<file path="src/logic/obj_pkg.sv">
// Object engine package: table layout, scanner states and stage structs
`default_nettype none

package obj_pkg;

    // Table and line limits
    localparam int obj_count     = 24;
    localparam int obj_line_max  = 24;
    localparam int obj_x_min     = 24;
    localparam int obj_height    = 16;
    localparam int draw_x_offset = 6;

    // Word address width of the table, two 16-bit words per entry
    localparam int table_aw = 6;

    typedef enum logic [1:0] {
        idle,
        read_a,
        read_b,
        settle
    } scan_state_e;

    // Byte order in the table is attr, x, inverted y, code
    typedef struct packed {
        logic [7:0] code;
        logic [7:0] y_n;
        logic [7:0] x;
        logic [7:0] attr;
    } obj_entry_t;

    typedef struct packed {
        logic [7:0] code;
        logic [3:0] row;
        logic [7:0] x;
        logic [3:0] bank;
        logic       hflip;
        logic       vflip;
    } draw_req_t;

    // Bank only matters ahead of the palette
    typedef struct packed {
        logic [7:0] addr;
        logic [3:0] bank;
        logic [3:0] colour;
        logic       valid;
    } pxl_wr_t;

endpackage

`default_nettype wire

</file>
<file path="src/logic/obj_palette.sv">
// Writable colour PROM between drawer and line buffer
`default_nettype none

module obj_palette
    import obj_pkg::*;
(
    input  wire         clk,
    input  wire [7:0]   prog_addr,
    input  wire [3:0]   prog_data,
    input  wire         prog_en,
    input  pxl_wr_t     pix_wr,
    output pxl_wr_t     buf_wr
);

    logic [3:0] prom [0:255];
    logic [7:0] pal_addr;
    logic [3:0] pal_q;

    assign pal_addr = {pix_wr.bank, pix_wr.colour};
    assign pal_q    = prom[pal_addr];

    always_ff @(posedge clk) begin
        if (prog_en) begin
            prom[prog_addr] <= prog_data;
        end
    end

    // Colour 0 is transparent and never reaches the buffer
    always_ff @(posedge clk) begin
        buf_wr.addr   <= pix_wr.addr;
        buf_wr.bank   <= pix_wr.bank;
        buf_wr.colour <= pal_q;
        buf_wr.valid  <= pix_wr.valid && pal_q != 4'd0;
    end

endmodule

`default_nettype wire

</file>
<file path="config.mk">
export PLATFORM = sky130hd
export DESIGN_NAME = obj_palette
export DESIGN_NICKNAME = d
export VERILOG_FILES = /design/src/logic/obj_pkg.sv /design/src/logic/obj_palette.sv
export SDC_FILE = /design/constraint.sdc
export NUM_CORES = 1
export LEC_CHECK = 0
export BUFFER_PORTS_ARGS = -buffer_cell sky130_fd_sc_hd__buf_2
export CORE_MARGIN = 3
export CORE_UTILIZATION = 58
export DETAILED_ROUTE_END_ITERATION = 6
export PLACE_DENSITY = 0.74
export SLEW_MARGIN = 20
export SYNTH_ARGS = -nofsm -noshare
export SYNTH_HDL_FRONTEND = slang
export SYNTH_SLANG_ARGS = --single-unit
</file>
<file path="constraint.sdc">
create_clock -name clk -period 9 [get_ports clk]
set_input_delay 1.35 -clock clk [delete_from_list [all_inputs] [get_ports clk]]
set_output_delay 1.35 -clock clk [all_outputs]
set_load 0.005 [all_outputs]
</file>
==> flow_summary.ini <==
[worst_setup_path]
cp-end-kind = flip-flop
cp-start-kind = input port
arrival_ns = 5.05
path_max_fanout = 89
required_ns = 9.54
crit_type = input port to flip-flop

[sta]
relSlewSlack_pct = 23.0
finalHoldViolations = 0
rsz0062_at_grt = no
finClkSkew_ns = 0.0255
final_max_slew_viol_count = 0
timing.final.crit_share_pct = 50.1
tns_ns = 0
worst_pin_slew_ns = 1.15
max_freq_mhz = 222
setup_violations = 0
fin_crit_ns = 4.51
fin_ws_ns = 4.49

[place]
hpwl_um = 55500
gp_congestion = 0.862
port_buffers = 47
dp_slack_ns = 3.78
placed_cells = 2908

[power_and_ir_drop]
power_density_mw_per_mm2 = 224
power_w = 0.0102
p_leak_nw = 14.0
peakVddDrop_uv = 164

[final_layout]
drive_above_1_share_pct = 23.5
nNetsFinal = 2110
layout.cells.non_filler = 3095
layout_common_cells = edfxtp_1, nor2_1, mux4_2
nFillCells = 4490
area_growth_pct = 11.2
final_common_cell = edfxtp_1

[route]
drt-initial-drc-count = 2859
first_pass_iters = 7
wire_per_inst_um = 30.4
drtAntennaViolNets = 0
avgViaCountPerCell = 6.63
wl_um = 94000
via_count = 20523
remaining_drc_errors = 0

[clocking]
path_clk_slew_ns = 0.07
cts_sinks = 1041
hold_buffers = 0
clockBufferDepth = 3
cts_made_buffers = 100
clockRootBuffer = clkbuf_16
post_cts_buffers = 0
insertion_delay_ns = 0.65
h-tree-depth = 3
tritoncts = yes
cts_resized = 0

[global_routing]
antenna_found_initial = 2
grt_usage_pct = 26.1
grt_max_degree = 121
grt-ovfl-total = 0
grt_pass1_wl_um = 140000
grt_pass1_vias = 20825

[floorplanning]
ios = 48
dieArea_mm2 = 0.0737
start_util_pct = 59.1
core_area_mm2 = 0.0692
chipWidth_um = 271
rows = 96
die_h_um = 271

[yosys]
ys_ff_latch = 1041
yosys.area.top_type = edfxtp_1
syn_inst = 2036
seq_area_frac_synth_pct = 76.1
netlist.area_leader.share_pct = 75.2
avgSynthCellArea_um2 = 20.1
yosysWarnings = 0
synthArstFlopShare_pct = 0
netlist_area_mm2 = 0.0409
syn-num-nets = 2067
synth_edf_count = 1024
synth_flop_cell = edfxtp_1
synth.area.top_cells = edfxtp_1, mux4_2, nor2_1
synth.distinct_cells = 49

[run]
cap_violations = 0

[run_status]
status = finished clean

[min_path]
hp-class = input port to flip-flop
-- critical path, stage by stage --
cell and delay [ns]:
buf_8 0.53, buf_12 0.57, mux4_2 0.59, mux2_2 0.29, o211ai_1 0.33, nand4_1 0.28, o31a_1 0.20, a311o_1 0.34
o41a_1 0.42
-- sequential cells by signal, summed over array words and instances (netlist names) --
register	count
prom	1024
buf_wr	17
-- path summary, 6_finish.rpt --
| path | from | endpoint | slack, ns | depth (start not counted) |
|---|---|---|---|---|
| hold / removal | pix_wr[10] | buf_wr[10] | 0.80 | 1 |
| setup reg to reg | prom[175][2] | buf_wr[0] | 6.16 | 6 |
| hold reg to reg | prom[79][2] | buf_wr[3] | 1.00 | 4 |
| setup / recovery | pix_wr[1] | buf_wr[0] | 4.49 | 9 |
-- synthesized netlist by cell type (5+ instances only) --
library cell     n
nand3b_1        10
a21oi_1          9
nand3_1         36
buf_1            6
nand2b_1         9
mux2_2          11
mux4_2         258
o211ai_1         7
a22oi_1         26
a221oi_1         5
clkbuf_1        84
o22ai_1          6
edfxtp_1      1024
o21ai_0          9
mux2i_1         50
dfxtp_1         17
o221ai_1        10
buf_2           20
nor2b_1         21
buf_4           15
a31oi_1          9
nand2_1         37
nor2_1         286
nand4_1         14
-- area by class of cell --
type / count / area, um2 / share of cell area [%]
clock buffer: 133 / 2760 / 6.08
multi-input combinational: 864 / 9200 / 20.3
timing repair buffer: 71 / 503 / 1.11
clock inverter: 51 / 698 / 1.54
tap: 931 / 1160 / 2.56
sequential: 1041 / 31100 / 68.4
antenna: 3 / 7.51 / 0.0165
inverter: 1 / 3.75 / 0.00826
-- metrics by stage --
stage | utilization [%] | instance area, um2 | hold slack (ns)
CTS | 65.7 | 45400 | 0.755
global route | 65.7 | 45400 | 0.764
global placement | 60.7 | 42000 | 0.983
finish | 65.7 | 45400 | 0.800
floorplan | - | 40900 | 0.819
detailed placement | 60.7 | 42000 | 0.985
-- layer usage --
layer | share of wire (%) | track usage, % | routed length [um] | vias up
met4 | 3.8 | 9.22 | 3600 | 2
met1 | 39 | 37.0 | 36200 | 10711
met2 | 47 | 40.3 | 44600 | 1187
li1 | - | - | - | 8412
met3 | 10 | 6.47 | 9530 | 211
met5 | 0.011 | 0 | 10 | -
-- power breakdown --
| group | total, W | switching (W) | internal, W | leakage [nW] |
|---|---|---|---|---|
| clock | 0.00438 | 0.00174 | 0.00264 | 1.69 |
| combinational | 0.000464 | 0.000297 | 0.000167 | 2.92 |
| sequential | 0.00535 | 0.00000958 | 0.00534 | 9.35 |
-- kinds of logic after synthesis --
logic type	share of synthesized area [%]
compound gates	2.12
simple gates	4.56
buf+inv	1.50
flops	76.1
mux	15.7
Note: power is estimated with default switching activity, not from simulation.
