### src/logic/obj_pkg.sv
// Object engine package: table layout, scanner states and stage structs
`default_nettype none

package obj_pkg;

    // Table and line limits
    localparam int obj_count     = 24;
    localparam int obj_line_max  = 24;
    localparam int obj_x_min     = 24;
    localparam int obj_height    = 16;
    localparam int draw_x_offset = 6;

    // Word address width of the table, two 16-bit words per entry
    localparam int table_aw = 6;

    typedef enum logic [1:0] {
        idle,
        read_a,
        read_b,
        settle
    } scan_state_e;

    // Byte order in the table is attr, x, inverted y, code
    typedef struct packed {
        logic [7:0] code;
        logic [7:0] y_n;
        logic [7:0] x;
        logic [7:0] attr;
    } obj_entry_t;

    typedef struct packed {
        logic [7:0] code;
        logic [3:0] row;
        logic [7:0] x;
        logic [3:0] bank;
        logic       hflip;
        logic       vflip;
    } draw_req_t;

    // Bank only matters ahead of the palette
    typedef struct packed {
        logic [7:0] addr;
        logic [3:0] bank;
        logic [3:0] colour;
        logic       valid;
    } pxl_wr_t;

endpackage

`default_nettype wire

### src/logic/obj_scan.sv
// Per-line object table scanner issuing draw requests
`default_nettype none

module obj_scan
    import obj_pkg::*;
(
    input  wire                   clk,
    input  wire                   rst,
    input  wire                   hinit,
    input  wire [7:0]             vrender,
    output logic                  cen2,
    output logic [table_aw-1:0]   scan_addr,
    input  wire [15:0]            scan_word,
    input  wire                   draw_busy,
    output logic                  draw_start,
    output draw_req_t             draw_req
);

    localparam int drawn_w = $clog2(obj_line_max + 1);

    scan_state_e        state;
    logic               hinit_l;
    logic [drawn_w-1:0] drawn;
    logic [15:0]        word0_q;
    obj_entry_t         ent;
    logic [7:0]         y;
    logic [7:0]         diff;
    logic               last;
    logic               visible;

    // Second word arrives on scan_word while the first is held
    assign ent     = {scan_word, word0_q};
    assign y       = ~ent.y_n;
    assign diff    = vrender - y - 8'd1;
    assign last    = scan_addr[table_aw-1:1] == (table_aw-1)'(obj_count - 1);
    assign visible = diff < obj_height && ent.x > obj_x_min && drawn < obj_line_max;

    // Half-rate enable and hinit catch
    always_ff @(posedge clk or posedge rst) begin
        if (rst) begin
            cen2    <= 1'b0;
            hinit_l <= 1'b0;
        end else begin
            cen2 <= ~cen2;
            if (hinit) begin
                hinit_l <= 1'b1;
            end else if (cen2) begin
                hinit_l <= 1'b0;
            end
        end
    end

    always_ff @(posedge clk or posedge rst) begin
        if (rst) begin
            state      <= idle;
            scan_addr  <= '0;
            drawn      <= '0;
            draw_start <= 1'b0;
        end else begin
            draw_start <= 1'b0;
            if (cen2) begin
                case (state)
                    idle: if (hinit_l) begin
                        scan_addr <= '0;
                        drawn     <= '0;
                        state     <= read_a;
                    end
                    read_a: if (!draw_busy) begin
                        scan_addr <= scan_addr + 1'b1;
                        state     <= read_b;
                    end
                    read_b: begin
                        scan_addr <= scan_addr + 1'b1;
                        if (visible) begin
                            draw_start <= 1'b1;
                            drawn      <= drawn + 1'b1;
                        end
                        state <= last ? idle : settle;
                    end
                    // Lets draw_busy rise before the next entry
                    settle: state <= read_a;
                    default: state <= idle;
                endcase
            end
        end
    end

    always_ff @(posedge clk) begin
        if (cen2 && state == read_a && !draw_busy) begin
            word0_q <= scan_word;
        end
        if (cen2 && state == read_b) begin
            draw_req.code  <= ent.code;
            draw_req.row   <= diff[3:0];
            draw_req.x     <= ent.x;
            draw_req.bank  <= ent.attr[3:0];
            draw_req.hflip <= ent.attr[6];
            draw_req.vflip <= ent.attr[7];
        end
    end

endmodule

`default_nettype wire

### config.mk
export PLATFORM = sky130hd
export DESIGN_NAME = obj_scan
export DESIGN_NICKNAME = d
export VERILOG_FILES = /design/src/logic/obj_pkg.sv /design/src/logic/obj_scan.sv
export SDC_FILE = /design/constraint.sdc
export NUM_CORES = 1
export LEC_CHECK = 0
export ABC_AREA = 0
export CORE_ASPECT_RATIO = 1.4
export CORE_MARGIN = 3
export CORE_UTILIZATION = 65
export CTS_CLUSTER_SIZE = 16
export DETAILED_ROUTE_END_ITERATION = 6
export DONT_BUFFER_PORTS = 1
export PLACE_DENSITY = 0.81
export SETUP_SLACK_MARGIN = 0.02
export SYNTH_ARGS = -nofsm -noshare
export SYNTH_HDL_FRONTEND = slang
export SYNTH_SLANG_ARGS = --single-unit
### constraint.sdc
create_clock -name clk -period 5.4 [get_ports clk]
set_input_delay 1.08 -clock clk [delete_from_list [all_inputs] [get_ports clk]]
set_output_delay 1.08 -clock clk [all_outputs]
set_load 0.1 [all_outputs]
==> impl_metrics.py <==
metrics = {
    "setup_path": {
        "cp_common_cell": "nand3_1",
        "required_ns": 5.64,
        "r2r_slack_ns": 2.60,
        "reg2reg_depth": 5,
        "startpoint_type": "input port",
        "crit_chain": "ha_1 > fa_1 > nand3_1 > a21boi_1 > a311o_1 > a2111oi_4 > nand2_2 > or4_1 > nand3_1",
        "reg2reg_from": "cen2$_DFF_PP0_",
        "max_stage_delay_ns": 0.53,
        "rr_endpoint": "scan_addr[3]$_DFFE_PP0P_",
        "cp_max_fo": 5,
        "path_buf_inv": 0,
        "path_class": "input port to register",
        "cp_top_family": "simple AND/OR/NAND/NOR gates",
        "setup.worst_path.end_class": "register",
        "critPathSlowestCell": "or4_1",
        "worst_ep_arrival_time_ns": 3.50,
    },
    "clocking": {
        "ctsLongestPathBuffers": 2,
        "htreeDepth": 2,
        "cts.sinks": 56,
        "clk_pin_slew_ns": 0.10,
        "post_cts_buffers": 0,
        "cts_resized": 0,
        "cts-root-buf": "clkbuf_8",
        "cts_buffers": 5,
        "worstSkewPairLatency_ns": 0.30,
        "cts_hold_buf": 0,
        "cts_tree": "yes",
    },
    "global_routing": {
        "grtUsageTotal": 0.213,
        "grt_max_degree": 27,
        "antenna_found_initial": 0,
        "grt_remaining_overflow": 0,
        "grt_first_pass_wirelength_um": 7250,
        "grt_pass1_vias": 1473,
    },
    "sta": {
        "clock_skew_ns": 0.00618,
        "fin_setup_tns_ns": 0,
        "finalSetupViolCount": 0,
        "finalCritPeriodShare": 0.604,
        "hold_viol": 0,
        "max_slew_margin": 0.165,
        "maxSlewViolCount": 0,
        "worst_slew_pin_slew_ns": 1.25,
        "max_freq_ghz": 0.307,
        "grt_setup_unrepaired": "no",
        "fin_crit_ns": 3.26,
    },
    "floorplan": {
        "die_area_um2": 4490,
        "fp.dieH_um": 78.1,
        "initial_core_util": 0.695,
        "core_um2": 3470,
        "num_rows": 25,
        "ios": 62,
        "die_x_um": 57.5,
    },
    "min_path": {
        "hold_depth": 0,
        "min_path_type": "register to register",
        "whs_endpoint": "draw_req[4]$_DFFE_PP_",
        "hold_start": "word0_q[2]$_DFFE_PP_",
    },
    "logic_synthesis": {
        "ys_types": 40,
        "ys.flop_type": "edfxtp_1",
        "syn_area_um2": 2410,
        "yosysSeqAreaShare": 0.663,
        "synthTopCellsByArea": "edfxtp_1 (50%), dfrtp_1 (17%), ha_1 (6.7%), nand2_1 (3.1%), nand3_1 (1.9%)",
        "synth-edff-count": 40,
        "postSynthAreaPerCell_um2": 13.9,
        "synth_top_area_cell": "edfxtp_1",
        "ys_warn_count": 0,
        "yosysTopAreaCellShare": 0.497,
        "synth_async_sr_flop_share": 0.286,
        "synthCells": 174,
        "synth-seq-cells": 56,
        "synth_fp_nets": 216,
    },
    "cells_and_area": {
        "final_cell_mix": "edfxtp_1 (40), nand2_1 (20), dfrtp_1 (16)",
        "final_common_cell": "edfxtp_1",
        "fin_nets": 222,
        "area_growth_pct": 5.60,
        "num_antenna_cells": 0,
        "final_cells": 221,
        "layout-drive-gt1-share": 0.0884,
    },
    "placement": {
        "dpl.hpwl_um": 3430,
        "gp_congestion": 0.865,
        "placedCellCount": 213,
        "port_buffers": 0,
    },
    "routing": {
        "num_vias": 1456,
        "postRouteAntennaNets": 0,
        "via_per_inst": 6.59,
        "wl_per_cell_um": 20.4,
        "first_pass_iters": 4,
        "wirelength_um": 4510,
        "dr.first_iter.drc_count": 51,
        "drc": 0,
    },
    "outcome": {
        "status": "finished clean",
    },
    "pwr": {
        "ir_drop_mv": 0.360,
        "leakage_nw": 0.994,
        "cellPowerDensity_nw_per_um2": 420,
    },
    "flow_run": {
        "max-cap-violations": 0,
    },
}
## sequential cells by signal, summed over array words and instances, names as in the netlist
register / cells
draw_req: 26
state: 2
draw_start: 1
word0_q: 14
drawn: 5
scan_addr: 6
cen2: 1
hinit_l: 1
## stage by stage
| step | utilization | setup slack, ns | hold WS [ns] | total power [W] | cell area [um2] |
|---|---|---|---|---|---|
| finish | 0.734 | 2.14 | 0.428 | 0.00107 | 2550 |
| global placement | 0.710 | 1.97 | 0.403 | 0.000836 | 2460 |
| detailed placement | 0.710 | 1.85 | 0.405 | 0.000858 | 2460 |
| floorplan | - | 2.04 | 0.400 | 0.000798 | 2410 |
| CTS | 0.734 | 2.15 | 0.427 | 0.00107 | 2550 |
| global route | 0.734 | 2.03 | 0.429 | 0.00112 | 2550 |
## cell families (layout without fill, tap and decap cells)
kind of cell	Yosys count	in the layout	share of synthesized area
simple gates	52	52	0.107
flops	56	56	0.663
mux	3	3	0.0130
fa+ha+maj	14	14	0.0756
xor+xnor	5	5	0.0181
compound gates	36	36	0.111
buf+inv	8	15	0.0124
## cell type report
class / count / area, um2
sequential: 56 / 1600
clock inverter: 3 / 17.5
fill: 211 / 922
tap: 40 / 50.0
clock buffer: 5 / 68.8
multi-input combinational: 110 / 786
inverter: 7 / 26.3
## synth_stat cells, types with 4 or more instances
cell and count:
inv_1 7, nand2b_1 4, edfxtp_1 40, ha_1 13, o31ai_1 5, dfrtp_1 16
nand3_1 9, a21oi_1 5, o21ai_0 6, nand2_1 20, nor2_1 5
## routing by layer
metal  vias up  wire (um)  track usage  share of wire
li1        663          -            -              -
met4         0         93       0.0742          0.021
met3        10        360       0.0707          0.080
met5         -          0            0              0
met1       709       1680        0.247           0.37
met2        74       2370        0.365           0.53
## power breakdown
part | total (W) | switching (W) | internal (W)
Sequential | 0.000628 | 0.000128 | 0.000500
Combinational | 0.000224 | 0.000152 | 0.0000716
Clock | 0.000218 | 0.000128 | 0.0000908
## how the worst max path moves through the flow
stage | from | end | cells after the start
final | vrender[0] | drawn[3]$_DFFE_PP0P_ | 9
after global routing | vrender[0] | drawn[3]$_DFFE_PP0P_ | 9
after CTS | vrender[0] | drawn[3]$_DFFE_PP0P_ | 9
after detailed placement | vrender[0] | drawn[3]$_DFFE_PP0P_ | 9
after global placement | vrender[0] | drawn[3]$_DFFE_PP0P_ | 9
after floorplan | vrender[0] | drawn[3]$_DFFE_PP0P_ | 9
Note: power is estimated with default switching activity, not from simulation.
