File: config.mk
export PLATFORM = sky130hd
export DESIGN_NAME = obj_draw
export DESIGN_NICKNAME = d
export VERILOG_FILES = /design/src/logic/obj_pkg.sv /design/src/logic/obj_draw.sv
export SDC_FILE = /design/constraint.sdc
export NUM_CORES = 1
export LEC_CHECK = 0
export BUFFER_PORTS_ARGS = -buffer_cell sky130_fd_sc_hd__buf_2
export CORE_ASPECT_RATIO = 1.5
export CORE_MARGIN = 1.5
export CORE_UTILIZATION = 45
export CTS_CLUSTER_DIAMETER = 100
export CTS_CLUSTER_SIZE = 16
export DETAILED_ROUTE_END_ITERATION = 10
export GPL_TIMING_DRIVEN = 0
export PLACE_DENSITY = 0.72
export SLEW_MARGIN = 5
export SYNTH_ARGS = -nofsm -noshare
export SYNTH_HDL_FRONTEND = slang
export SYNTH_SLANG_ARGS = --single-unit
export TNS_END_PERCENT = 50
File: constraint.sdc
create_clock -name clk -period 3 [get_ports clk]
set_input_delay 0.3 -clock clk [delete_from_list [all_inputs] [get_ports clk]]
set_output_delay 0.3 -clock clk [all_outputs]
set_load 0.03 [all_outputs]
File: src/logic/obj_pkg.sv
// Object engine package: table layout, scanner states and stage structs
`default_nettype none

package obj_pkg;

    // Table and line limits
    localparam int obj_count     = 24;
    localparam int obj_line_max  = 24;
    localparam int obj_x_min     = 24;
    localparam int obj_height    = 16;
    localparam int draw_x_offset = 6;

    // Word address width of the table, two 16-bit words per entry
    localparam int table_aw = 6;

    typedef enum logic [1:0] {
        idle,
        read_a,
        read_b,
        settle
    } scan_state_e;

    // Byte order in the table is attr, x, inverted y, code
    typedef struct packed {
        logic [7:0] code;
        logic [7:0] y_n;
        logic [7:0] x;
        logic [7:0] attr;
    } obj_entry_t;

    typedef struct packed {
        logic [7:0] code;
        logic [3:0] row;
        logic [7:0] x;
        logic [3:0] bank;
        logic       hflip;
        logic       vflip;
    } draw_req_t;

    // Bank only matters ahead of the palette
    typedef struct packed {
        logic [7:0] addr;
        logic [3:0] bank;
        logic [3:0] colour;
        logic       valid;
    } pxl_wr_t;

endpackage

`default_nettype wire

File: src/logic/obj_draw.sv
// Sprite drawer fetching ROM words and streaming pixel writes
`default_nettype none

module obj_draw
    import obj_pkg::*;
(
    input  wire          clk,
    input  wire          rst,
    input  wire          cen2,
    input  wire          draw_start,
    input  draw_req_t    draw_req,
    output logic         draw_busy,
    output logic [12:0]  rom_addr,
    output logic         rom_cs,
    input  wire [31:0]   rom_data,
    input  wire          rom_ok,
    output pxl_wr_t      pix_wr
);

    draw_req_t   req_q;
    logic        half;
    logic [2:0]  pix_cnt;
    logic [31:0] pxl_data;
    logic [7:0]  buf_a;
    logic [7:0]  start_a;
    logic        start;
    logic        fetch_done;
    logic        shift;

    logic        pix_valid;
    logic [7:0]  pix_addr;
    logic [3:0]  pix_bank;
    logic [3:0]  pix_colour;

    assign start      = draw_start && !draw_busy;
    assign fetch_done = rom_cs && rom_ok;
    assign shift      = draw_busy && !rom_cs && cen2;

    // Row is mirrored for vflip, half selects the word
    assign rom_addr = {req_q.code, req_q.row ^ {4{req_q.vflip}}, half};

    // Leftmost pixel, or rightmost when mirrored
    assign start_a = draw_req.hflip ? draw_req.x + 8'(draw_x_offset + obj_height - 1)
                                    : draw_req.x + 8'(draw_x_offset);

    assign pix_wr = '{addr: pix_addr, bank: pix_bank, colour: pix_colour, valid: pix_valid};

    always_ff @(posedge clk or posedge rst) begin
        if (rst) begin
            draw_busy <= 1'b0;
            rom_cs    <= 1'b0;
            half      <= 1'b0;
            pix_cnt   <= 3'd0;
            pix_valid <= 1'b0;
        end else begin
            pix_valid <= 1'b0;
            if (start) begin
                draw_busy <= 1'b1;
                rom_cs    <= 1'b1;
                half      <= 1'b0;
            end else if (rom_cs) begin
                if (rom_ok) begin
                    rom_cs  <= 1'b0;
                    pix_cnt <= 3'd0;
                end
            end else if (shift) begin
                pix_valid <= 1'b1;
                pix_cnt   <= pix_cnt + 3'd1;
                if (pix_cnt == 3'd7) begin
                    if (half) begin
                        draw_busy <= 1'b0;
                    end else begin
                        half   <= 1'b1;
                        rom_cs <= 1'b1;
                    end
                end
            end
        end
    end

    // Nibble k of a word is pixel k
    always_ff @(posedge clk) begin
        if (start) begin
            req_q <= draw_req;
            buf_a <= start_a;
        end else if (fetch_done) begin
            pxl_data <= rom_data;
        end else if (shift) begin
            pxl_data   <= pxl_data >> 4;
            buf_a      <= req_q.hflip ? buf_a - 8'd1 : buf_a + 8'd1;
            pix_addr   <= buf_a;
            pix_bank   <= req_q.bank;
            pix_colour <= pxl_data[3:0];
        end
    end

endmodule

`default_nettype wire

==> results of run 1 <==
through the flow:
stage | hold WS, ps | setup TNS (ps)
CTS | 127 | 0
floorplan | 103 | 0
global placement | 244 | 0
detailed placement | 246 | -1460
finish | 141 | 0
global route | 128 | 0
critical path: cells and delay by family, from the launching register on:
kind	cells	cell delay, ps
buffers and inverters	3	1080
AND/OR/NAND/NOR	1	220
flip-flops	1	390
AO/OA/AOI/OAI	1	540
cells in the final DEF, fill, tap and decap left out, types with 2 or more instances in the layout:
cell | Yosys | routed
sky130_fd_sc_hd__buf_4 | 12 | 12
sky130_fd_sc_hd__xnor2_1 | 7 | 7
sky130_fd_sc_hd__edfxtp_1 | 74 | 74
sky130_fd_sc_hd__a21oi_1 | 11 | 11
sky130_fd_sc_hd__a211oi_1 | 2 | 2
sky130_fd_sc_hd__o31ai_1 | 2 | 2
sky130_fd_sc_hd__clkbuf_8 | 0 | 5
sky130_fd_sc_hd__xor2_1 | 9 | 9
sky130_fd_sc_hd__nand2_1 | 14 | 14
sky130_fd_sc_hd__o21ai_0 | 5 | 5
sky130_fd_sc_hd__inv_1 | 13 | 12
sky130_fd_sc_hd__clkbuf_1 | 1 | 2
sky130_fd_sc_hd__ha_1 | 11 | 11
sky130_fd_sc_hd__nand3_1 | 2 | 2
sky130_fd_sc_hd__dfrtp_1 | 7 | 7
sky130_fd_sc_hd__clkbuf_16 | 0 | 9
sky130_fd_sc_hd__o21a_1 | 2 | 2
sky130_fd_sc_hd__nor2_1 | 11 | 11
sky130_fd_sc_hd__mux2i_1 | 3 | 3
sky130_fd_sc_hd__and3_1 | 5 | 5
sky130_fd_sc_hd__a221oi_1 | 2 | 2
sky130_fd_sc_hd__mux2_2 | 28 | 28
sky130_fd_sc_hd__buf_2 | 4 | 98
sky130_fd_sc_hd__clkinvlp_4 | 0 | 2
sky130_fd_sc_hd__o22ai_1 | 2 | 2
kinds of logic after synthesis:
family | count (synthesis) | synth area share
simple gates | 40 | 0.0541
mux | 31 | 0.0957
xor+xnor | 16 | 0.0388
compound gates | 33 | 0.0579
buf+inv | 30 | 0.0451
flops | 81 | 0.665
fa+ha+maj | 12 | 0.0437
power breakdown:
group | internal, uW | switching [uW] | total (uW)
Combinational | 453 | 615 | 1070
Sequential | 1690 | 98.2 | 1790
Clock | 758 | 398 | 1160
Total | 2900 | 1110 | 4010
metal layers:
metal | routed length, um | up-vias
li1 | - | 1099
met1 | 2540 | 1063
met2 | 3520 | 66
met3 | 272 | 18
met4 | 206 | 0
met5 | 0 | -
final cells by class:
cell class	instances	area (sq um)	area share
timing repair buffer	95	480	0.105
inverter	13	52.6	0.0115
clock buffer	15	298	0.0653
sequential	81	2400	0.526
multi-input combinational	132	1050	0.231
buffer	17	114	0.0250
timing repair inverter	1	7.51	0.00165
clock inverter	1	30.0	0.00658
tap	102	128	0.0280
worst max path at each step:
stage / start / endpoint / slack [ps] / depth (start not counted)
final: rom_cs / pxl_data[8] / 400 / 5
after global routing: rom_cs / pxl_data[7] / 190 / 5
after CTS: rom_cs / pxl_data[8] / 30 / 5
after detailed placement: rom_cs / pxl_data[2] / -50 / 5
after global placement: rom_cs / pxl_data[1] / 30 / 5
after floorplan: rom_cs / pxl_data[0] / 430 / 5
registers in the layout, indices dropped and copies added (netlist names):
signal / flops
half: 1
pix_addr: 8
rom_addr: 8
pxl_data: 32
pix_valid: 1
req_q: 10
draw_busy: 1
pix_colour: 4
rom_cs: 1
pix_cnt: 3
pix_bank: 4
buf_a: 8
repair_timing:
action	CTS	global route
resized for setup	1	2
endpoints found under the hold margin	7	0
setup endpoints to repair	32	32
hold buffers	1	0
gates cloned	0	1
==> results.sh, run 1 <==
export IMPL_instances_no_fill=457
export IMPL_track_usage=0.163
export IMPL_post_cts_repair_setup_buffers=0
export IMPL_fp_coreArea_sq_um=7710
export IMPL_max_stage_delay_ps=540
export IMPL_r2r_end="pxl_data[8]"
export IMPL_worst_ir_drop_vdd_mv=0.633
export IMPL_cp_arrival_ps=2560
export IMPL_max_slew_margin=0.442
export IMPL_totalWireLength_mm=6.53
export IMPL_share_of_the_synthesized_area_in_the_top_cell_type=0.616
export IMPL_largest_net_degree_at_the_start_of_global_routing=33
export IMPL_timing_final_ws_setup_ps=397
export IMPL_clock_fmax_ghz=0.384
export IMPL_total_cts_buffers=9
export IMPL_worstSetupStartpointType="register"
export IMPL_cp_slowest_cell="sky130_fd_sc_hd__a31oi_2"
export IMPL_worst_slew_pin_slew_ps=835
export IMPL_setup_viol=0
export IMPL_final_period_utilization=0.868
export IMPL_critical_path_class="register to register"
export IMPL_htree_levels=3
export IMPL_viasPerCell=4.91
export IMPL_sequential_to_total_area_share_from_yosys_stat=0.665
export IMPL_place_area_sq_um=4210
export IMPL_ys_types=37
export IMPL_synthTopCellsByArea="sky130_fd_sc_hd__edfxtp_1 (62%), sky130_fd_sc_hd__mux2_2 (8.7%), sky130_fd_sc_hd__dfrtp_1 (4.9%)"
export IMPL_syn_to_final_growth_pct=26.4
export IMPL_postSynthAreaPerCell_sq_um=14.8
export IMPL_dpl_cell_count=439
export IMPL_yosys_most_used_dff="sky130_fd_sc_hd__edfxtp_1"
export IMPL_boundary_pins=95
export IMPL_design_area_sq_um=4560
export IMPL_antenna_cells_inserted=0
export IMPL_ys_warnings_count=0
export IMPL_post_layout_total_power_uw=4010
export IMPL_global_route_peak_usage_layer="met2"
export IMPL_nNetsFinal=425
export IMPL_wire_length_of_the_first_global_routing_pass_mm=10.4
export IMPL_path_max_fanout=21
export IMPL_post_synth_edffs=74
export IMPL_slew_violations=0
export IMPL_pwr_density_cell_nw_per_um2=879
export IMPL_cts_num_sinks=81
export IMPL_dp_worst_setup_slack_ps=-46.8
export IMPL_min_delay_path_depth=1
export IMPL_cts_root_to_sink_buffers=2
export IMPL_port_buffer_count=94
export IMPL_rr_worst_depth=5
export IMPL_cts_tree="done"
export IMPL_critical_path_cell_sequence="buf_4 > nand3b_1 > inv_1 > a31oi_2 > clkinvlp_4"
export IMPL_synth_async_reset_ratio=0.0864
export IMPL_synthesis_area_sq_um=3610
export IMPL_yosys_top_cells_count="sky130_fd_sc_hd__edfxtp_1 (74), sky130_fd_sc_hd__mux2_2 (28), sky130_fd_sc_hd__nand2_1 (14)"
export IMPL_worst_hold_startpoint="draw_req[14]"
export IMPL_horizontal_die_dimension_um=76.1
export IMPL_final_hold_violations=0
export IMPL_drive_gt1_frac=0.448
export IMPL_grt_met3_usage=0.0382
export IMPL_timing_max_cap_violations=0
export IMPL_outcome="completed"
export IMPL_fillerInstances=641
export IMPL_firstDrtPassIters=4
export IMPL_setup_worst_path_end_class="register"
export IMPL_netlist_instances=243
export IMPL_post_synth_top_count_cell="sky130_fd_sc_hd__edfxtp_1"
export IMPL_timing_reg2reg_setup_slack_ps=400
export IMPL_synth_seq_cells=81
export IMPL_first_global_vias=2215
export IMPL_cp_data_required_time_ps=2960
export IMPL_globalRouteMet2Util=0.286
export IMPL_detailedRoute_firstIterationViolations=64
export IMPL_core_util_final=0.592
export IMPL_floorplan_die_height_um=113
export IMPL_grt_residual_overflow=0
export IMPL_power_leakage_uw=0.00193
export IMPL_place_gp_congestion=0.799
export IMPL_antenna_found_initial=0
export IMPL_globalRouteMet1Util=0.173
export IMPL_cts_root_buffer_cell="sky130_fd_sc_hd__clkbuf_16"
export IMPL_remaining_drc_errors=0
export IMPL_post_synthesis_net_count=318
export IMPL_min_path_type="primary input to register"
export IMPL_design_die_area_sq_um=8570
export IMPL_hold_path_endpoint="req_q[14]"
export IMPL_rsz0062_at_grt="false"
export IMPL_via_count=2246
export IMPL_drt_wirelength_per_cell_um=14.3
export IMPL_finalWorstPathRequiredPeriod_ps=2600
export IMPL_postRouteAntennaNets=0
export IMPL_clock_latency_ps=330
export IMPL_detailedPlacementHpwl_mm=4.73
export IMPL_cts_reportedPaths_clkPinSlew_ps=60
export IMPL_initial_core_utilization=0.468
export IMPL_fp_row_count=39
export IMPL_reg2reg_from="rom_cs"
export IMPL_final_setup_skew_ps=5.57
export IMPL_synth_top_cell_by_area="sky130_fd_sc_hd__edfxtp_1"
Power figures use the tool's default switching activity.
==> run 2: changes to the inputs <==
--- a/config.mk
+++ b/config.mk
@@ -6,7 +6,7 @@
 export NUM_CORES = 1
 export LEC_CHECK = 0
 export BUFFER_PORTS_ARGS = -buffer_cell sky130_fd_sc_hd__buf_2
-export CORE_ASPECT_RATIO = 1.5
+export CORE_ASPECT_RATIO = 1.25
 export CORE_MARGIN = 1.5
 export CORE_UTILIZATION = 45
 export CTS_CLUSTER_DIAMETER = 100
==> run 2 against run 1 <==
Net effect: critical path depth did not move; wire length fell by 3.0%; cell area fell by 2.8%; sequential power barely moved; clock power fell by 27%; power fell by 7.9%; global-route usage fell by 1.3 points; highest routed layer unchanged; critical path type unchanged; sequential share of layout area rose by 1.5 points.
==> results.sh, run 2 (same netlist as run 1, synthesis figures left out) <==
export IMPL_outcome="completed"
export IMPL_p_sw_frac=0.296
export IMPL_htree_levels=3
export IMPL_slew_violations=0
export IMPL_cts_tree="done"
export IMPL_fp_row_count=36
export IMPL_rsz0062_at_grt="false"
export IMPL_post_layout_total_power_uw=3690
export IMPL_postRouteAntennaNets=0
export IMPL_worst_path_dominant_cell_family="buffers and inverters"
export IMPL_path_max_fanout=21
export IMPL_cp_arrival_ps=2560
export IMPL_cts_root_to_sink_buffers=2
export IMPL_power_leakage_uw=0.00187
export IMPL_final_cell_mix="sky130_fd_sc_hd__buf_2 (98), sky130_fd_sc_hd__edfxtp_1 (74), sky130_fd_sc_hd__mux2_2 (28)"
export IMPL_registers_top_by_ff_count="pxl_data"
export IMPL_final_setup_skew_ps=6.46
export IMPL_timing_critical_path_buf_inv=3
export IMPL_viasPerCell=4.92
export IMPL_pwr_share_clk=0.228
export IMPL_design_area_sq_um=4430
export IMPL_clock_fmax_ghz=0.389
export IMPL_worst_ir_drop_vdd_mv=0.412
export IMPL_layout_top_registers="pxl_data x32, req_q x10"
export IMPL_largest_register_ffs=32
export IMPL_final_period_utilization=0.858
export IMPL_critical_path_class="register to register"
export IMPL_clock_latency_ps=350
export IMPL_wire_length_of_the_first_global_routing_pass_mm=9.83
export IMPL_critical_path_cell_sequence="buf_4 > nand3b_1 > inv_1 > a31oi_2 > clkinvlp_4"
export IMPL_place_gp_congestion=0.875
export IMPL_max_slew_margin=0.447
export IMPL_port_buffer_count=94
export IMPL_drt_wirelength_per_cell_um=14.1
export IMPL_drive_gt1_frac=0.448
export IMPL_remaining_drc_errors=0
export IMPL_boundary_pins=95
export IMPL_totalWireLength_mm=6.33
export IMPL_timing_final_ws_setup_ps=427
export IMPL_cp_data_required_time_ps=2980
export IMPL_syn_to_final_growth_pct=22.9
export IMPL_horizontal_die_dimension_um=83.1
export IMPL_timing_max_cap_violations=0
export IMPL_post_cts_repair_setup_buffers=0
export IMPL_cp_slowest_cell="sky130_fd_sc_hd__a31oi_2"
export IMPL_pwr_density_cell_nw_per_um2=833
export IMPL_cts_root_buffer_cell="sky130_fd_sc_hd__clkbuf_8"
export IMPL_core_util_final=0.569
export IMPL_setup_viol=0
export IMPL_grt_residual_overflow=0
export IMPL_track_usage=0.149
export IMPL_fp_coreArea_sq_um=7790
export IMPL_finalWorstPathRequiredPeriod_ps=2570
export IMPL_detailedRoute_firstIterationViolations=78
export IMPL_nNetsFinal=425
export IMPL_cts_reportedPaths_clkPinSlew_ps=80
export IMPL_design_die_area_sq_um=8570
export IMPL_leading_cell_type_in_the_layout_fill_and_taps_excluded="sky130_fd_sc_hd__buf_2"
export IMPL_min_path_type="primary input to register"
export IMPL_worst_slew_pin_slew_ps=829
export IMPL_antenna_cells_inserted=0
export IMPL_antenna_found_initial=0
export IMPL_max_stage_delay_ps=560
export IMPL_power_combinational_fraction=0.288
export IMPL_switching_power_uw=1090
export IMPL_largest_net_degree_at_the_start_of_global_routing=33
export IMPL_seqPwrFrac=0.484
export IMPL_final_hold_violations=0
export IMPL_cts_num_sinks=81
export IMPL_via_count=2213
export IMPL_fillerInstances=649
export IMPL_initial_core_utilization=0.463
export IMPL_first_global_vias=2183
export IMPL_floorplan_die_height_um=103
export IMPL_dp_worst_setup_slack_ps=-55.7
export IMPL_place_area_sq_um=4200
export IMPL_setup_worst_path_end_class="register"
export IMPL_total_cts_buffers=9
export IMPL_timing_reg2reg_setup_slack_ps=430
export IMPL_worstSetupStartpointType="register"
export IMPL_firstDrtPassIters=4
export IMPL_detailedPlacementHpwl_mm=4.59
export IMPL_cellInternalPower_uw=2600
[run 2: per-layer routing]
layer  vias up  routed length (um)  share of wire  global-route usage
li1       1097                   -              -                   -
met1      1049                2610           0.41               0.173
met2        56                3370           0.53               0.260
met3        11                 214          0.034              0.0256
met4         0                 146          0.023              0.0962
met5         -                   0              0                   0
[run 2: what timing repair did]
action / CTS / global route
pin swaps: 0 / 0
hold endpoints to repair: 7 / 0
endpoints found under the setup margin: 32 / 32
hold buffers: 1 / 0
cloned: 0 / 1
gates resized for setup: 1 / 2
[run 2: final timing paths]
kind,start,cells past startpoint,end
setup / recovery,rom_cs,5,pxl_data[0]
hold / removal,draw_req[14],1,req_q[14]
setup reg to reg,rom_cs,5,pxl_data[0]
hold reg to reg,req_q[4],0,pix_bank[2]
max in group asynchronous,rst,3,draw_busy
min in group asynchronous,rst,3,pix_valid
[run 2: layout make-up]
cell class                      count  area [sq um]  share of cell area
Inverter                           13          52.6              0.0119
Clock buffer                       10           128              0.0288
Multi-Input combinational cell    132          1050               0.238
Buffer                             17           114              0.0257
Timing Repair Buffer               95           480               0.108
Tap cell                           95           119              0.0268
Timing Repair inverter              1          7.51             0.00169
Clock inverter                      6          82.6              0.0186
Sequential cell                    81          2400               0.541
[run 2: power groups by stage]
stage | registers, uW | clock network (uW) | logic (uW)
6_report | 1790 | 842 | 1060
5_1_grt | 1820 | 908 | 1170
4_1_cts | 1790 | 865 | 1060
3_5_place_dp | 1820 | 0 | 1050
3_3_place_gp | 1800 | 0 | 1010
2_1_floorplan | 1900 | 0 | 680
[run 2: stage by stage]
stage | hold slack (ps) | std cells | TNS [ps]
global placement | 239 | 432 | 0
floorplan | 103 | 243 | 0
global route | 109 | 450 | 0
detailed placement | 245 | 432 | -1750
finish | 125 | 450 | 0
CTS | 106 | 449 | 0
[run 2: worst reg2reg max path, delay by kind of cell, from the launching register on]
kind | cells | cell delay, ps
and+or+nand+nor | 1 | 230
DFF | 1 | 370
AOI/OAI and AO/OA | 1 | 560
buffers and inverters | 3 | 1050
==> run 3: changes to the inputs <==
--- a/config.mk
+++ b/config.mk
@@ -5,13 +5,13 @@
 export SDC_FILE = /design/constraint.sdc
 export NUM_CORES = 1
 export LEC_CHECK = 0
-export BUFFER_PORTS_ARGS = -buffer_cell sky130_fd_sc_hd__buf_2
 export CORE_ASPECT_RATIO = 1.25
-export CORE_MARGIN = 1.5
-export CORE_UTILIZATION = 45
+export CORE_MARGIN = 4
+export CORE_UTILIZATION = 55
 export CTS_CLUSTER_DIAMETER = 100
 export CTS_CLUSTER_SIZE = 16
 export DETAILED_ROUTE_END_ITERATION = 10
+export DONT_BUFFER_PORTS = 1
 export GPL_TIMING_DRIVEN = 0
 export PLACE_DENSITY = 0.72
 export SLEW_MARGIN = 5
==> run 3 against run 2 <==
Net effect: global-route usage rose by 0.59 points; critical path type unchanged; cell area decreased by 11%; flip-flop and latch count unchanged; hold slack worse by 69 ps; first-iteration DRC count grew 6.4%; power fell by 2.8%; cell count down 23%; clock power about the same; sequential power rose by 7%; critical path depth stayed put.
==> results.sh, run 3 (same netlist as run 1, synthesis figures left out) <==
export IMPL_design_die_area_sq_um=7930
export IMPL_cts_root_to_sink_buffers=2
export IMPL_drt_wirelength_per_cell_um=17.0
export IMPL_cts_num_sinks=81
export IMPL_worst_ir_drop_vdd_mv=0.492
export IMPL_power_leakage_uw=0.00150
export IMPL_track_usage=0.155
export IMPL_wire_length_of_the_first_global_routing_pass_mm=9.14
export IMPL_holdWs_ps=56.3
export IMPL_detailedPlacementHpwl_mm=4.29
export IMPL_cts_root_buffer_cell="sky130_fd_sc_hd__clkbuf_8"
export IMPL_final_period_utilization=0.893
export IMPL_cts_reportedPaths_clkPinSlew_ps=80
export IMPL_antenna_found_initial=0
export IMPL_hold_path_endpoint="req_q[1]"
export IMPL_port_buffer_count=0
export IMPL_total_cts_buffers=9
export IMPL_postRouteAntennaNets=0
export IMPL_remaining_drc_errors=0
export IMPL_max_slew_margin=0.440
export IMPL_core_util_final=0.630
export IMPL_slew_violations=0
export IMPL_layout_top_registers="pxl_data x32, req_q x10"
export IMPL_registers_top_by_ff_count="pxl_data"
export IMPL_floorplan_die_height_um=98.5
export IMPL_boundary_pins=95
export IMPL_place_gp_congestion=0.788
export IMPL_fp_row_count=32
export IMPL_reg2reg_from="rom_cs"
export IMPL_min_delay_path_depth=0
export IMPL_largest_net_degree_at_the_start_of_global_routing=23
export IMPL_post_cts_repair_setup_buffers=0
export IMPL_pwr_density_cell_nw_per_um2=906
export IMPL_cp_data_required_time_ps=2980
export IMPL_multiInputGateArea_sq_um=1060
export IMPL_htree_levels=3
export IMPL_worst_hold_startpoint="draw_req[1]"
export IMPL_cts_tree="done"
export IMPL_fp_coreArea_sq_um=6290
export IMPL_initial_core_utilization=0.574
export IMPL_syn_to_final_growth_pct=9.85
export IMPL_timing_reg2reg_setup_slack_ps=320
export IMPL_final_cell_mix="sky130_fd_sc_hd__edfxtp_1 (74), sky130_fd_sc_hd__mux2_2 (28), sky130_fd_sc_hd__nand2_1 (14)"
export IMPL_worstSetupStartpointType="register"
export IMPL_nNetsFinal=331
export IMPL_antenna_cells_inserted=0
export IMPL_setup_worst_path_end_class="register"
export IMPL_drive_gt1_frac=0.245
export IMPL_leading_cell_type_in_the_layout_fill_and_taps_excluded="sky130_fd_sc_hd__edfxtp_1"
export IMPL_fillerInstances=478
export IMPL_rr_worst_depth=5
export IMPL_first_global_vias=1913
export IMPL_horizontal_die_dimension_um=80.4
export IMPL_r2r_end="pxl_data[7]"
export IMPL_setup_viol=0
export IMPL_largest_register_ffs=32
export IMPL_min_path_type="primary input to register"
export IMPL_finalWorstPathRequiredPeriod_ps=2680
export IMPL_via_count=1848
export IMPL_detailedRoute_firstIterationViolations=83
export IMPL_path_max_fanout=21
export IMPL_critical_path_class="register to register"
export IMPL_post_layout_total_power_uw=3590
export IMPL_clock_latency_ps=340
export IMPL_final_hold_violations=0
export IMPL_cp_arrival_ps=2660
export IMPL_firstDrtPassIters=4
export IMPL_timing_max_cap_violations=0
export IMPL_clock_fmax_ghz=0.373
export IMPL_grt_residual_overflow=0
export IMPL_worst_slew_pin_slew_ps=839
export IMPL_outcome="completed"
export IMPL_rsz0062_at_grt="false"
export IMPL_totalWireLength_mm=5.89
export IMPL_viasPerCell=5.34
export IMPL_final_setup_skew_ps=9.70
export IMPL_final_seq_area_sq_um=2400
==> run 3: cell types whose count changed in the layout (fill, tap and decap cells not counted), sizes merged <==
cell / previous run / this run
buf: 110 / 16
clkbuf: 11 / 12
clkinv: 3 / 2
==> run 3: what timing repair did <==
item,4_1_cts,5_1_grt
cloned,1,0
resized for setup,3,1
hold endpoints to repair,7,0
setup endpoints to repair,32,32
pin swaps,0,0
hold buffers,1,0
==> run 3: per-stage QoR <==
step | instance area, sq um | setup TNS [ps] | instances | setup slack (ps)
final | 3960 | 0 | 346 | 322
after global routing | 3960 | 0 | 346 | 118
after CTS | 3950 | 0 | 346 | 123
after detailed placement | 3710 | -6620 | 328 | -208
after global placement | 3710 | -6030 | 328 | -189
after floorplan | 3610 | 0 | 243 | 431
==> run 3: critical path, cell delays in order (launching register included) <==
cell	delay, ps
sky130_fd_sc_hd__dfrtp_1	560
sky130_fd_sc_hd__buf_4	240
sky130_fd_sc_hd__nand3b_1	220
sky130_fd_sc_hd__inv_1	410
sky130_fd_sc_hd__a31oi_4	450
sky130_fd_sc_hd__clkinvlp_4	420
==> run 3: area by class of cell <==
class | instances | area share
clock buffer | 11 | 0.0332
tap | 85 | 0.0268
inverter | 13 | 0.0133
buffer | 17 | 0.0287
timing repair inverter | 1 | 0.00189
clock inverter | 5 | 0.0205
multi-input combinational | 132 | 0.268
sequential | 81 | 0.605
timing repair buffer | 1 | 0.00253
==> run 3: metal layers <==
metal	vias to the layer above	global-route usage	routed length [um]
li1	914	-	-
met1	859	0.185	2380
met2	65	0.252	2990
met3	10	0.0466	412
met4	0	0.0819	115
met5	-	0	0
==> run 3: where the power goes <==
group / internal [uW] / switching, uW / leakage, uW
Clock: 470 / 373 / 0.000104
Sequential: 1690 / 226 / 0.000789
Combinational: 382 / 447 / 0.000605
==> run 3: worst max path at each step <==
stage                   to   start  cells past startpoint
2_1_floorplan  pxl_data[0]  rom_cs                      5
3_3_place_gp   pxl_data[1]  rom_cs                      5
3_5_place_dp   pxl_data[1]  rom_cs                      5
4_1_cts        pxl_data[7]  rom_cs                      5
5_1_grt        pxl_data[6]  rom_cs                      5
6_report       pxl_data[7]  rom_cs                      5
